### src/verilog/bus_pkg.sv
// off-chip port constants, shared by the refill arbiter and the cache request logic
package bus_pkg;

    // credit counter width and the count after reset
    localparam int                  credit_w    = 2;
    localparam logic [credit_w-1:0] req_credits = 2'd2;

    // requester ids carried in the read id queue
    localparam logic [0:0] src_inst = 1'b0;
    localparam logic [0:0] src_data = 1'b1;

    // one read per cache at most
    localparam int resp_depth = 2;

endpackage

### src/verilog/mem_pkg.sv
// cache geometry and CPU-side widths, referenced by the caches and the subsystem top
package mem_pkg;

    // CPU side
    localparam int addr_w = 32;
    localparam int word_w = 32;

    // line geometry
    localparam int line_bytes = 16;
    localparam int line_w     = line_bytes * 8;

    // address split into tag, index and byte offset
    localparam int offset_bits = 4;
    localparam int index_bits  = 4;
    localparam int tag_w       = addr_w - index_bits - offset_bits;

    // word select sits above the byte-in-word bits
    localparam int word_sel_lsb = 2;

endpackage

### src/verilog/data_cache.sv
// write-back write-allocate data cache, sits between the CPU load/store port and the refill arbiter
`timescale 1ns/10ps

module data_cache (
    input  logic                       clk,
    input  logic                       rst,
    input  logic [mem_pkg::addr_w-1:0] data_addr,
    input  logic                       data_read,
    input  logic                       data_write,
    input  logic [mem_pkg::word_w-1:0] data_wdata,
    output logic [mem_pkg::word_w-1:0] data_rdata,
    output logic                       data_ready,
    output logic                       req_valid,
    output logic                       req_write,
    output logic [mem_pkg::addr_w-1:0] req_addr,
    output logic [mem_pkg::line_w-1:0] req_wdata,
    input  logic                       req_ready,
    input  logic                       resp_valid,
    input  logic [mem_pkg::line_w-1:0] resp_data
);

    typedef enum logic [1:0] {
        s_idle,
        s_wback,
        s_fill_req,
        s_fill_wait
    } state_t;

    state_t state;

    // line storage plus per-line status
    logic [mem_pkg::tag_w-1:0]             tag_arr  [1 << mem_pkg::index_bits];
    logic [mem_pkg::line_w-1:0]            data_arr [1 << mem_pkg::index_bits];
    logic [(1 << mem_pkg::index_bits)-1:0] valid_bits;
    logic [(1 << mem_pkg::index_bits)-1:0] dirty_bits;

    logic [mem_pkg::tag_w-1:0]                             addr_tag;
    logic [mem_pkg::index_bits-1:0]                        addr_idx;
    logic [mem_pkg::offset_bits-mem_pkg::word_sel_lsb-1:0] word_sel;
    logic [mem_pkg::line_w-1:0]                            cur_line;
    logic [mem_pkg::addr_w-1:0]                            line_addr;
    logic [mem_pkg::addr_w-1:0]                            victim_addr;
    logic                                                  hit;
    logic                                                  lookup;
    logic                                                  victim_dirty;

    assign addr_tag = data_addr[mem_pkg::addr_w-1 -: mem_pkg::tag_w];
    assign addr_idx = data_addr[mem_pkg::offset_bits +: mem_pkg::index_bits];
    assign word_sel = data_addr[mem_pkg::offset_bits-1:mem_pkg::word_sel_lsb];
    assign cur_line = data_arr[addr_idx];
    assign hit      = valid_bits[addr_idx] && (tag_arr[addr_idx] == addr_tag);

    assign victim_dirty = valid_bits[addr_idx] && dirty_bits[addr_idx];

    // skip the ready cycle so one access is answered once
    assign lookup = (data_read || data_write) && !data_ready && (state == s_idle);

    assign line_addr = {data_addr[mem_pkg::addr_w-1:mem_pkg::offset_bits],
                        {mem_pkg::offset_bits{1'b0}}};

    // victim goes back under its old tag
    assign victim_addr = {tag_arr[addr_idx], addr_idx, {mem_pkg::offset_bits{1'b0}}};

    // request lines follow the state, the CPU address is held for the whole miss
    assign req_valid = (state == s_wback) || (state == s_fill_req);
    assign req_write = (state == s_wback);
    assign req_addr  = (state == s_wback) ? victim_addr : line_addr;
    assign req_wdata = cur_line;

    always_ff @(posedge clk) begin
        if (!rst) begin
            state      <= s_idle;
            data_ready <= 1'b0;
            valid_bits <= '0;
            dirty_bits <= '0;
        end else begin
            data_ready <= 1'b0;
            case (state)
                s_idle: begin
                    if (lookup && hit) begin
                        data_ready <= 1'b1;
                        if (data_write) begin
                            dirty_bits[addr_idx] <= 1'b1;
                        end
                    end else if (lookup && victim_dirty) begin
                        state <= s_wback;
                    end else if (lookup) begin
                        state <= s_fill_req;
                    end
                end
                s_wback: begin
                    // memory is in order, the read can follow right away
                    if (req_ready) begin
                        state <= s_fill_req;
                    end
                end
                s_fill_req: begin
                    if (req_ready) begin
                        state <= s_fill_wait;
                    end
                end
                s_fill_wait: begin
                    if (resp_valid) begin
                        valid_bits[addr_idx] <= 1'b1;
                        dirty_bits[addr_idx] <= 1'b0;
                        state                <= s_idle;
                    end
                end
                default: begin
                    state <= s_idle;
                end
            endcase
        end
    end

    // refill first, the pending write then merges on the retried lookup
    always_ff @(posedge clk) begin
        if (state == s_fill_wait && resp_valid) begin
            tag_arr[addr_idx]  <= addr_tag;
            data_arr[addr_idx] <= resp_data;
        end else if (lookup && hit && data_write) begin
            data_arr[addr_idx][word_sel*mem_pkg::word_w +: mem_pkg::word_w] <= data_wdata;
        end
        if (lookup && hit && data_read) begin
            data_rdata <= cur_line[word_sel*mem_pkg::word_w +: mem_pkg::word_w];
        end
    end

    // a stalled request must hold until the arbiter takes it
    a_req_stable: assert property (@(posedge clk) disable iff (!rst)
        req_valid && !req_ready |=> req_valid && $stable(req_write)
            && $stable(req_addr) && $stable(req_wdata));

endmodule

### src/verilog/inst_cache.sv
// read-only direct-mapped instruction cache, sits between the CPU fetch port and the refill arbiter
`timescale 1ns/10ps

module inst_cache (
    input  logic                       clk,
    input  logic                       rst,
    input  logic [mem_pkg::addr_w-1:0] inst_addr,
    input  logic                       inst_read,
    output logic [mem_pkg::word_w-1:0] inst_rdata,
    output logic                       inst_ready,
    output logic                       req_valid,
    output logic [mem_pkg::addr_w-1:0] req_addr,
    input  logic                       req_ready,
    input  logic                       resp_valid,
    input  logic [mem_pkg::line_w-1:0] resp_data
);

    typedef enum logic {
        s_idle,
        s_refill
    } state_t;

    state_t state;

    // line storage
    logic [mem_pkg::tag_w-1:0]             tag_arr  [1 << mem_pkg::index_bits];
    logic [mem_pkg::line_w-1:0]            data_arr [1 << mem_pkg::index_bits];
    logic [(1 << mem_pkg::index_bits)-1:0] valid_bits;

    logic [mem_pkg::tag_w-1:0]                             addr_tag;
    logic [mem_pkg::index_bits-1:0]                        addr_idx;
    logic [mem_pkg::offset_bits-mem_pkg::word_sel_lsb-1:0] word_sel;
    logic [mem_pkg::line_w-1:0]                            cur_line;
    logic                                                  hit;
    logic                                                  lookup;

    assign addr_tag = inst_addr[mem_pkg::addr_w-1 -: mem_pkg::tag_w];
    assign addr_idx = inst_addr[mem_pkg::offset_bits +: mem_pkg::index_bits];
    assign word_sel = inst_addr[mem_pkg::offset_bits-1:mem_pkg::word_sel_lsb];
    assign cur_line = data_arr[addr_idx];
    assign hit      = valid_bits[addr_idx] && (tag_arr[addr_idx] == addr_tag);

    // no lookup in the cycle of the ready pulse, the CPU still holds the old fetch there
    assign lookup = inst_read && !inst_ready && (state == s_idle);

    // refill always asks for the whole aligned line
    assign req_addr = {inst_addr[mem_pkg::addr_w-1:mem_pkg::offset_bits],
                       {mem_pkg::offset_bits{1'b0}}};

    always_ff @(posedge clk) begin
        if (!rst) begin
            state      <= s_idle;
            inst_ready <= 1'b0;
            req_valid  <= 1'b0;
            valid_bits <= '0;
        end else begin
            inst_ready <= 1'b0;
            case (state)
                s_idle: begin
                    if (lookup && hit) begin
                        inst_ready <= 1'b1;
                    end else if (lookup) begin
                        req_valid <= 1'b1;
                        state     <= s_refill;
                    end
                end
                s_refill: begin
                    if (req_valid && req_ready) begin
                        req_valid <= 1'b0;
                    end
                    // line lands here, the hit path answers on the next lookup
                    if (resp_valid) begin
                        valid_bits[addr_idx] <= 1'b1;
                        state                <= s_idle;
                    end
                end
                default: begin
                    state <= s_idle;
                end
            endcase
        end
    end

    always_ff @(posedge clk) begin
        if (state == s_refill && resp_valid) begin
            tag_arr[addr_idx]  <= addr_tag;
            data_arr[addr_idx] <= resp_data;
        end
        if (lookup && hit) begin
            inst_rdata <= cur_line[word_sel*mem_pkg::word_w +: mem_pkg::word_w];
        end
    end

    // the CPU keeps inst_read up until it has sampled the ready pulse
    a_ready_needs_read: assert property (@(posedge clk) disable iff (!rst)
        inst_ready |-> inst_read);

endmodule

### src/verilog/mem_subsys.sv
// memory subsystem top, both caches sharing one credited off-chip line port through the arbiter
`timescale 1ns/10ps

module mem_subsys (
    input  logic                       clk,
    input  logic                       rst,
    // CPU fetch port
    input  logic [mem_pkg::addr_w-1:0] inst_addr,
    input  logic                       inst_read,
    output logic [mem_pkg::word_w-1:0] inst_rdata,
    output logic                       inst_ready,
    // CPU load/store port
    input  logic [mem_pkg::addr_w-1:0] data_addr,
    input  logic                       data_read,
    input  logic                       data_write,
    input  logic [mem_pkg::word_w-1:0] data_wdata,
    output logic [mem_pkg::word_w-1:0] data_rdata,
    output logic                       data_ready,
    // off-chip line port
    output logic                       mem_req_valid,
    output logic                       mem_req_write,
    output logic [mem_pkg::addr_w-1:0] mem_req_addr,
    output logic [mem_pkg::line_w-1:0] mem_req_wdata,
    input  logic                       mem_req_credit,
    input  logic                       mem_resp_valid,
    input  logic [mem_pkg::line_w-1:0] mem_resp_data
);

    // icache to arbiter
    logic                       ic_req_valid;
    logic [mem_pkg::addr_w-1:0] ic_req_addr;
    logic                       ic_req_ready;
    logic                       ic_resp_valid;
    logic [mem_pkg::line_w-1:0] ic_resp_data;

    // dcache to arbiter
    logic                       dc_req_valid;
    logic                       dc_req_write;
    logic [mem_pkg::addr_w-1:0] dc_req_addr;
    logic [mem_pkg::line_w-1:0] dc_req_wdata;
    logic                       dc_req_ready;
    logic                       dc_resp_valid;
    logic [mem_pkg::line_w-1:0] dc_resp_data;

    inst_cache u_icache (
        .clk        (clk),
        .rst        (rst),
        .inst_addr  (inst_addr),
        .inst_read  (inst_read),
        .inst_rdata (inst_rdata),
        .inst_ready (inst_ready),
        .req_valid  (ic_req_valid),
        .req_addr   (ic_req_addr),
        .req_ready  (ic_req_ready),
        .resp_valid (ic_resp_valid),
        .resp_data  (ic_resp_data)
    );

    data_cache u_dcache (
        .clk        (clk),
        .rst        (rst),
        .data_addr  (data_addr),
        .data_read  (data_read),
        .data_write (data_write),
        .data_wdata (data_wdata),
        .data_rdata (data_rdata),
        .data_ready (data_ready),
        .req_valid  (dc_req_valid),
        .req_write  (dc_req_write),
        .req_addr   (dc_req_addr),
        .req_wdata  (dc_req_wdata),
        .req_ready  (dc_req_ready),
        .resp_valid (dc_resp_valid),
        .resp_data  (dc_resp_data)
    );

    refill_arbiter u_arb (
        .clk             (clk),
        .rst             (rst),
        .inst_req_valid  (ic_req_valid),
        .inst_req_addr   (ic_req_addr),
        .inst_req_ready  (ic_req_ready),
        .inst_resp_valid (ic_resp_valid),
        .inst_resp_data  (ic_resp_data),
        .data_req_valid  (dc_req_valid),
        .data_req_write  (dc_req_write),
        .data_req_addr   (dc_req_addr),
        .data_req_wdata  (dc_req_wdata),
        .data_req_ready  (dc_req_ready),
        .data_resp_valid (dc_resp_valid),
        .data_resp_data  (dc_resp_data),
        .mem_req_valid   (mem_req_valid),
        .mem_req_write   (mem_req_write),
        .mem_req_addr    (mem_req_addr),
        .mem_req_wdata   (mem_req_wdata),
        .mem_req_credit  (mem_req_credit),
        .mem_resp_valid  (mem_resp_valid),
        .mem_resp_data   (mem_resp_data)
    );

endmodule

### src/verilog/refill_arbiter.sv
// round-robin arbiter putting both cache refill requests onto the credited off-chip port
`timescale 1ns/10ps

module refill_arbiter (
    input  logic                       clk,
    input  logic                       rst,
    input  logic                       inst_req_valid,
    input  logic [mem_pkg::addr_w-1:0] inst_req_addr,
    output logic                       inst_req_ready,
    output logic                       inst_resp_valid,
    output logic [mem_pkg::line_w-1:0] inst_resp_data,
    input  logic                       data_req_valid,
    input  logic                       data_req_write,
    input  logic [mem_pkg::addr_w-1:0] data_req_addr,
    input  logic [mem_pkg::line_w-1:0] data_req_wdata,
    output logic                       data_req_ready,
    output logic                       data_resp_valid,
    output logic [mem_pkg::line_w-1:0] data_resp_data,
    output logic                       mem_req_valid,
    output logic                       mem_req_write,
    output logic [mem_pkg::addr_w-1:0] mem_req_addr,
    output logic [mem_pkg::line_w-1:0] mem_req_wdata,
    input  logic                       mem_req_credit,
    input  logic                       mem_resp_valid,
    input  logic [mem_pkg::line_w-1:0] mem_resp_data
);

    logic [bus_pkg::credit_w-1:0] credit_cnt;
    logic [0:0]                   last_grant;

    // ids of reads in flight, oldest at rd_ptr
    logic [0:0]                                  id_q [bus_pkg::resp_depth];
    logic [$clog2(bus_pkg::resp_depth)-1:0]      wr_ptr;
    logic [$clog2(bus_pkg::resp_depth)-1:0]      rd_ptr;
    logic [$clog2(bus_pkg::resp_depth+1)-1:0]    q_cnt;

    logic       pick_data;
    logic       push_read;
    logic [0:0] push_id;
    logic [0:0] head_id;

    // data wins a tie only when inst had the last grant
    assign pick_data = data_req_valid && (!inst_req_valid || last_grant == bus_pkg::src_inst);

    assign inst_req_ready = (credit_cnt != '0) && inst_req_valid && !pick_data;
    assign data_req_ready = (credit_cnt != '0) && pick_data;

    assign mem_req_valid = inst_req_ready || data_req_ready;
    assign mem_req_write = data_req_ready && data_req_write;
    assign mem_req_addr  = data_req_ready ? data_req_addr : inst_req_addr;
    assign mem_req_wdata = data_req_wdata;

    assign push_read = mem_req_valid && !mem_req_write;
    assign push_id   = data_req_ready ? bus_pkg::src_data : bus_pkg::src_inst;
    assign head_id   = id_q[rd_ptr];

    // responses return in order, so the queue head names the owner
    assign inst_resp_valid = mem_resp_valid && (head_id == bus_pkg::src_inst);
    assign data_resp_valid = mem_resp_valid && (head_id == bus_pkg::src_data);
    assign inst_resp_data  = mem_resp_data;
    assign data_resp_data  = mem_resp_data;

    always_ff @(posedge clk) begin
        if (!rst) begin
            credit_cnt <= bus_pkg::req_credits;
            last_grant <= bus_pkg::src_data;
            wr_ptr     <= '0;
            rd_ptr     <= '0;
            q_cnt      <= '0;
        end else begin
            case ({mem_req_credit, mem_req_valid})
                2'b10:   credit_cnt <= credit_cnt + 1'b1;
                2'b01:   credit_cnt <= credit_cnt - 1'b1;
                default: credit_cnt <= credit_cnt;
            endcase
            if (mem_req_valid) begin
                last_grant <= push_id;
            end
            if (push_read) begin
                wr_ptr <= wr_ptr + 1'b1;
            end
            if (mem_resp_valid) begin
                rd_ptr <= rd_ptr + 1'b1;
            end
            case ({push_read, mem_resp_valid})
                2'b10:   q_cnt <= q_cnt + 1'b1;
                2'b01:   q_cnt <= q_cnt - 1'b1;
                default: q_cnt <= q_cnt;
            endcase
        end
    end

    always_ff @(posedge clk) begin
        if (push_read) begin
            id_q[wr_ptr] <= push_id;
        end
    end

    // memory never returns more credits than were spent
    a_credit_max: assert property (@(posedge clk) disable iff (!rst)
        credit_cnt <= bus_pkg::req_credits);

    a_resp_has_owner: assert property (@(posedge clk) disable iff (!rst)
        mem_resp_valid |-> q_cnt != '0);

endmodule
### config.mk
export PLATFORM = sky130hd
export DESIGN_NAME = mem_subsys
export DESIGN_NICKNAME = d
export VERILOG_FILES = /design/src/verilog/bus_pkg.sv /design/src/verilog/mem_pkg.sv /design/src/verilog/data_cache.sv /design/src/verilog/inst_cache.sv /design/src/verilog/mem_subsys.sv /design/src/verilog/refill_arbiter.sv
export SDC_FILE = /design/constraint.sdc
export NUM_CORES = 2
export LEC_CHECK = 0
export BUFFER_PORTS_ARGS = -buffer_cell sky130_fd_sc_hd__buf_2
export CAP_MARGIN = 20
export CORE_MARGIN = 3
export CORE_UTILIZATION = 55
export CTS_BUF_LIST = sky130_fd_sc_hd__clkbuf_4 sky130_fd_sc_hd__clkbuf_8
export CTS_CLUSTER_DIAMETER = 120
export DETAILED_ROUTE_END_ITERATION = 7
export PLACE_DENSITY = 0.73
export SYNTH_ARGS = -nofsm -noshare
export SYNTH_HDL_FRONTEND = slang
export SYNTH_MEMORY_MAX_BITS = 65536
export SYNTH_SLANG_ARGS = --single-unit
### constraint.sdc
create_clock -name clk -period 22.6 [get_ports clk]
set_input_delay 1.13 -clock clk [delete_from_list [all_inputs] [get_ports clk]]
set_output_delay 1.13 -clock clk [all_outputs]
set_load 0.1 [all_outputs]
==> results.py <==
metrics = {
    "power_and_ir_drop": {
        "power_density_nw_per_um2": 87.0,
        "ir_worst_vdd_uv": 139,
        "p_total_mw": 18.8,
        "leakage_nw": 68.3,
    },
    "grt": {
        "grt_pass1_wl_um": 721000,
        "use_met1": 0.396,
        "grt_busiest_layer": "met2",
        "grt_pass1_vias": 95600,
        "antenna_found_initial": 143,
        "globalRouteMet3Util": 0.0735,
        "use_met2": 0.439,
        "grt_max_degree": 120,
        "grt.overflow.total": 0,
        "grt_usage": 0.289,
    },
    "placed_design": {
        "place_congestion": 0.915,
        "dp_hpwl_um": 301000,
        "preCtsSetupSlack_ns": 13.34,
        "io_buffers": 450,
    },
    "sta": {
        "finalSetupTns_ns": 0,
        "layout_setup_ws_ns": 13.84,
        "fmax_mhz": 114,
        "hold_violations": 0,
        "min_period_over_period": 0.388,
        "rsz0062_at_grt": "no",
        "worstMarginPinSlew_ns": 1.17,
        "drv_slew": 0,
        "fin_crit_ns": 8.76,
        "slew_headroom": 0.223,
        "finClkSkew_ns": 0.0768,
        "setup_viol": 0,
    },
    "logic_synthesis": {
        "yosys-top-cells-area": "edfxtp_1 77%, mux4_2 18%, nand2_1 0.66%",
        "netlist_area_sq_um": 193000,
        "async_flop_share": 0,
        "synth_edf_count": 4930,
        "netlist_instances": 8120,
        "ys_types": 74,
        "synth_top_area_cell": "edfxtp_1",
        "yosysWarnings": 0,
        "ys_seq_area_frac": 0.775,
        "synth-main-ff-cell": "edfxtp_1",
        "synth_seq_cells": 4990,
        "avgSynthCellArea_sq_um": 23.7,
        "synth_top_cell_area_share": 0.769,
    },
    "setup_path": {
        "crit_start": "data_addr[4]",
        "endpoint_kind": "output port",
        "rrSetupSlack_ns": 16.97,
        "r2r-end": "u_dcache.data_arr[8][114]$_DFFE_PP_",
        "critPathRequiredTime_ns": 21.47,
        "crit_path_max_fanout": 116,
        "critPathLaunchType": "input pin",
        "r2r-start": "u_dcache.tag_arr[0][9]$_DFFE_PP_",
        "critPathKind": "input pin to output port",
        "endpoint": "mem_req_wdata[27]",
        "r2r_cells": 11,
        "cp.arrival_ns": 7.63,
    },
    "floorplan": {
        "die_area_sq_um": 357000,
        "initial_core_util": 0.554,
        "die_x_um": 598,
        "core_area_sq_um": 347000,
        "boundaryPins": 459,
        "die_h_um": 598,
        "rows": 216,
    },
    "clock_network": {
        "cts_made_buffers": 754,
        "hold_buffers": 0,
        "post_cts_buffers": 0,
        "cts_resized": 0,
        "clock-sinks": 4990,
        "clockBufferDepth": 4,
        "clk_latency_ns": 1.23,
        "cts_tree": "yes",
        "cts_max_level": 6,
        "root_buffer": "clkbuf_8",
        "path_clk_slew_ns": 0.06,
    },
    "route": {
        "first_pass_iters": 6,
        "wl_per_cell_um": 35.7,
        "ant_nets": 0,
        "first_iter_violations": 15100,
        "wl_um": 516000,
        "drc": 0,
        "avgViaCountPerCell": 6.61,
        "vias": 95400,
    },
    "run_status": {
        "status": "complete, no violations",
    },
    "hold_path": {
        "min_path_type": "input pin to flop",
    },
    "finish": {
        "syn2layout_area_growth_pct": 12.5,
        "layout-drive-gt1-share": 0.367,
        "final_net_count": 9426,
    },
    "flow_run": {
        "max_cap_violations": 0,
    },
}
Yosys cell counts, drive strengths merged (12+ instances only):
library cell	n
edfxtp	4930
mux4	1553
nand2	338
clkbuf	257
buf	193
o21ai	191
nor2	190
mux2i	94
dfxtp	60
xnor2	38
mux2	20
o311ai	16
a22oi	15
nor3	15
inv	14
nand3	14
and2	13
nand2b	13
nor2b	12
layout make-up:
cell class,instances,area (sq um)
diodes,94,235
clock buffers,1017,12500
clock inverters,329,1880
fillers,22600,131000
inverters,16,67.6
multi-input cells,2667,42000
flip-flops and latches,4990,149000
well taps,4578,5730
repair buffers,755,4980
kinds of logic after synthesis:
family                     count (synthesis)  synth area share
DFF                                     4990             0.775
adders and majority gates                 11          0.000715
other                                      1         0.0000195
xor gates and xnor gates                  49           0.00223
AOI/OAI and AO/OA                        288           0.00898
buffers and inverters                    466            0.0109
and+or+nand+nor                          648            0.0143
muxes                                   1667             0.188
where the power goes:
group / total [mW] / leakage, nW / internal [mW] / switching, mW
logic: 1.50 / 15.9 / 0.430 / 1.07
registers: 10.2 / 44.8 / 10.2 / 0.0111
clock network: 7.12 / 7.65 / 3.70 / 3.43
flip-flops by register name, summed over array words and instances (netlist names), named ones only:
name                 count
u_dcache.data_arr     2048
u_arb.id_q               2
u_icache.req_valid       1
u_arb.rd_ptr             1
u_icache.inst_ready      1
u_icache.inst_rdata     32
u_icache.valid_bits     16
u_arb.credit_cnt         2
u_icache.state           1
u_arb.last_grant         1
u_icache.data_arr     2048
u_icache.tag_arr       384
u_dcache.valid_bits     16
u_dcache.data_rdata     32
u_dcache.state           2
u_dcache.tag_arr       384
u_arb.wr_ptr             1
u_dcache.data_ready      1
per-layer routing:
metal | wire [um] | share of wire
met5 | 150 | 0.00029
met4 | 27400 | 0.053
met3 | 62500 | 0.12
met2 | 245000 | 0.47
met1 | 181000 | 0.35
through the flow:
stage / std cells / instance area, sq um / hold WS [ns] / util
global route: 14400 / 217000 / 0.180 / 0.623
CTS: 14300 / 216000 / 0.121 / 0.622
floorplan: 8123 / 193000 / 0.435 / -
detailed placement: 13000 / 202000 / 0.460 / 0.580
global placement: 13000 / 201000 / 0.450 / 0.580
finish: 14400 / 217000 / 0.237 / 0.624
how the worst min path moves through the flow:
| stage | start | to | slack, ns | depth (start not counted) |
|---|---|---|---|---|
| 3_3_place_gp | u_icache.valid_bits[2]$_SDFFE_PN0P_ | u_icache.valid_bits[2]$_SDFFE_PN0P_ | 0.45 | 2 |
| 3_5_place_dp | u_icache.valid_bits[14]$_SDFFE_PN0P_ | u_icache.valid_bits[14]$_SDFFE_PN0P_ | 0.46 | 2 |
| 6_report | mem_resp_valid | flop | 0.24 | 3 |
| 2_1_floorplan | u_dcache.valid_bits[12]$_SDFFE_PN0P_ | u_dcache.valid_bits[12]$_SDFFE_PN0P_ | 0.43 | 2 |
| 5_1_grt | mem_resp_valid | flop | 0.18 | 3 |
| 4_1_cts | mem_resp_valid | flop | 0.12 | 3 |
placed cells by master (no fill, tap or decap), types with 9 or more instances in the layout:
cell type and count:
and2_1 13, inv_8 12, inv_1 13, o311ai_0 16, clkinv_8 10, bufinv_16 9
clkinv_2 77, o21ai_0 69, mux2i_1 94, inv_6 10, clkinv_1 203, nor2_4 87
nand2_1 338, ha_1 10, nand2b_1 12, o21ai_1 119, dfxtp_1 60, buf_6 16
nor2_1 96, clkbuf_8 784, edfxtp_1 4930, clkbuf_4 237, buf_4 268, mux4_2 1550
buf_2 442, a22oi_1 15, nand3_1 13, buf_12 10, nor3_1 10, nor2b_1 12
diode_2 94, xnor2_1 38, mux2_2 20, xor2_1 11
critical path, stage by stage:
cell,delay [ns]
buf_8,0.45
buf_12,0.71
buf_4,0.92
buf_4,0.81
buf_4,0.90
buf_4,0.41
buf_16,0.33
mux4_2,0.57
mux4_2,0.61
buf_2,0.35
No activity file was read; power rests on OpenSTA's default activity.
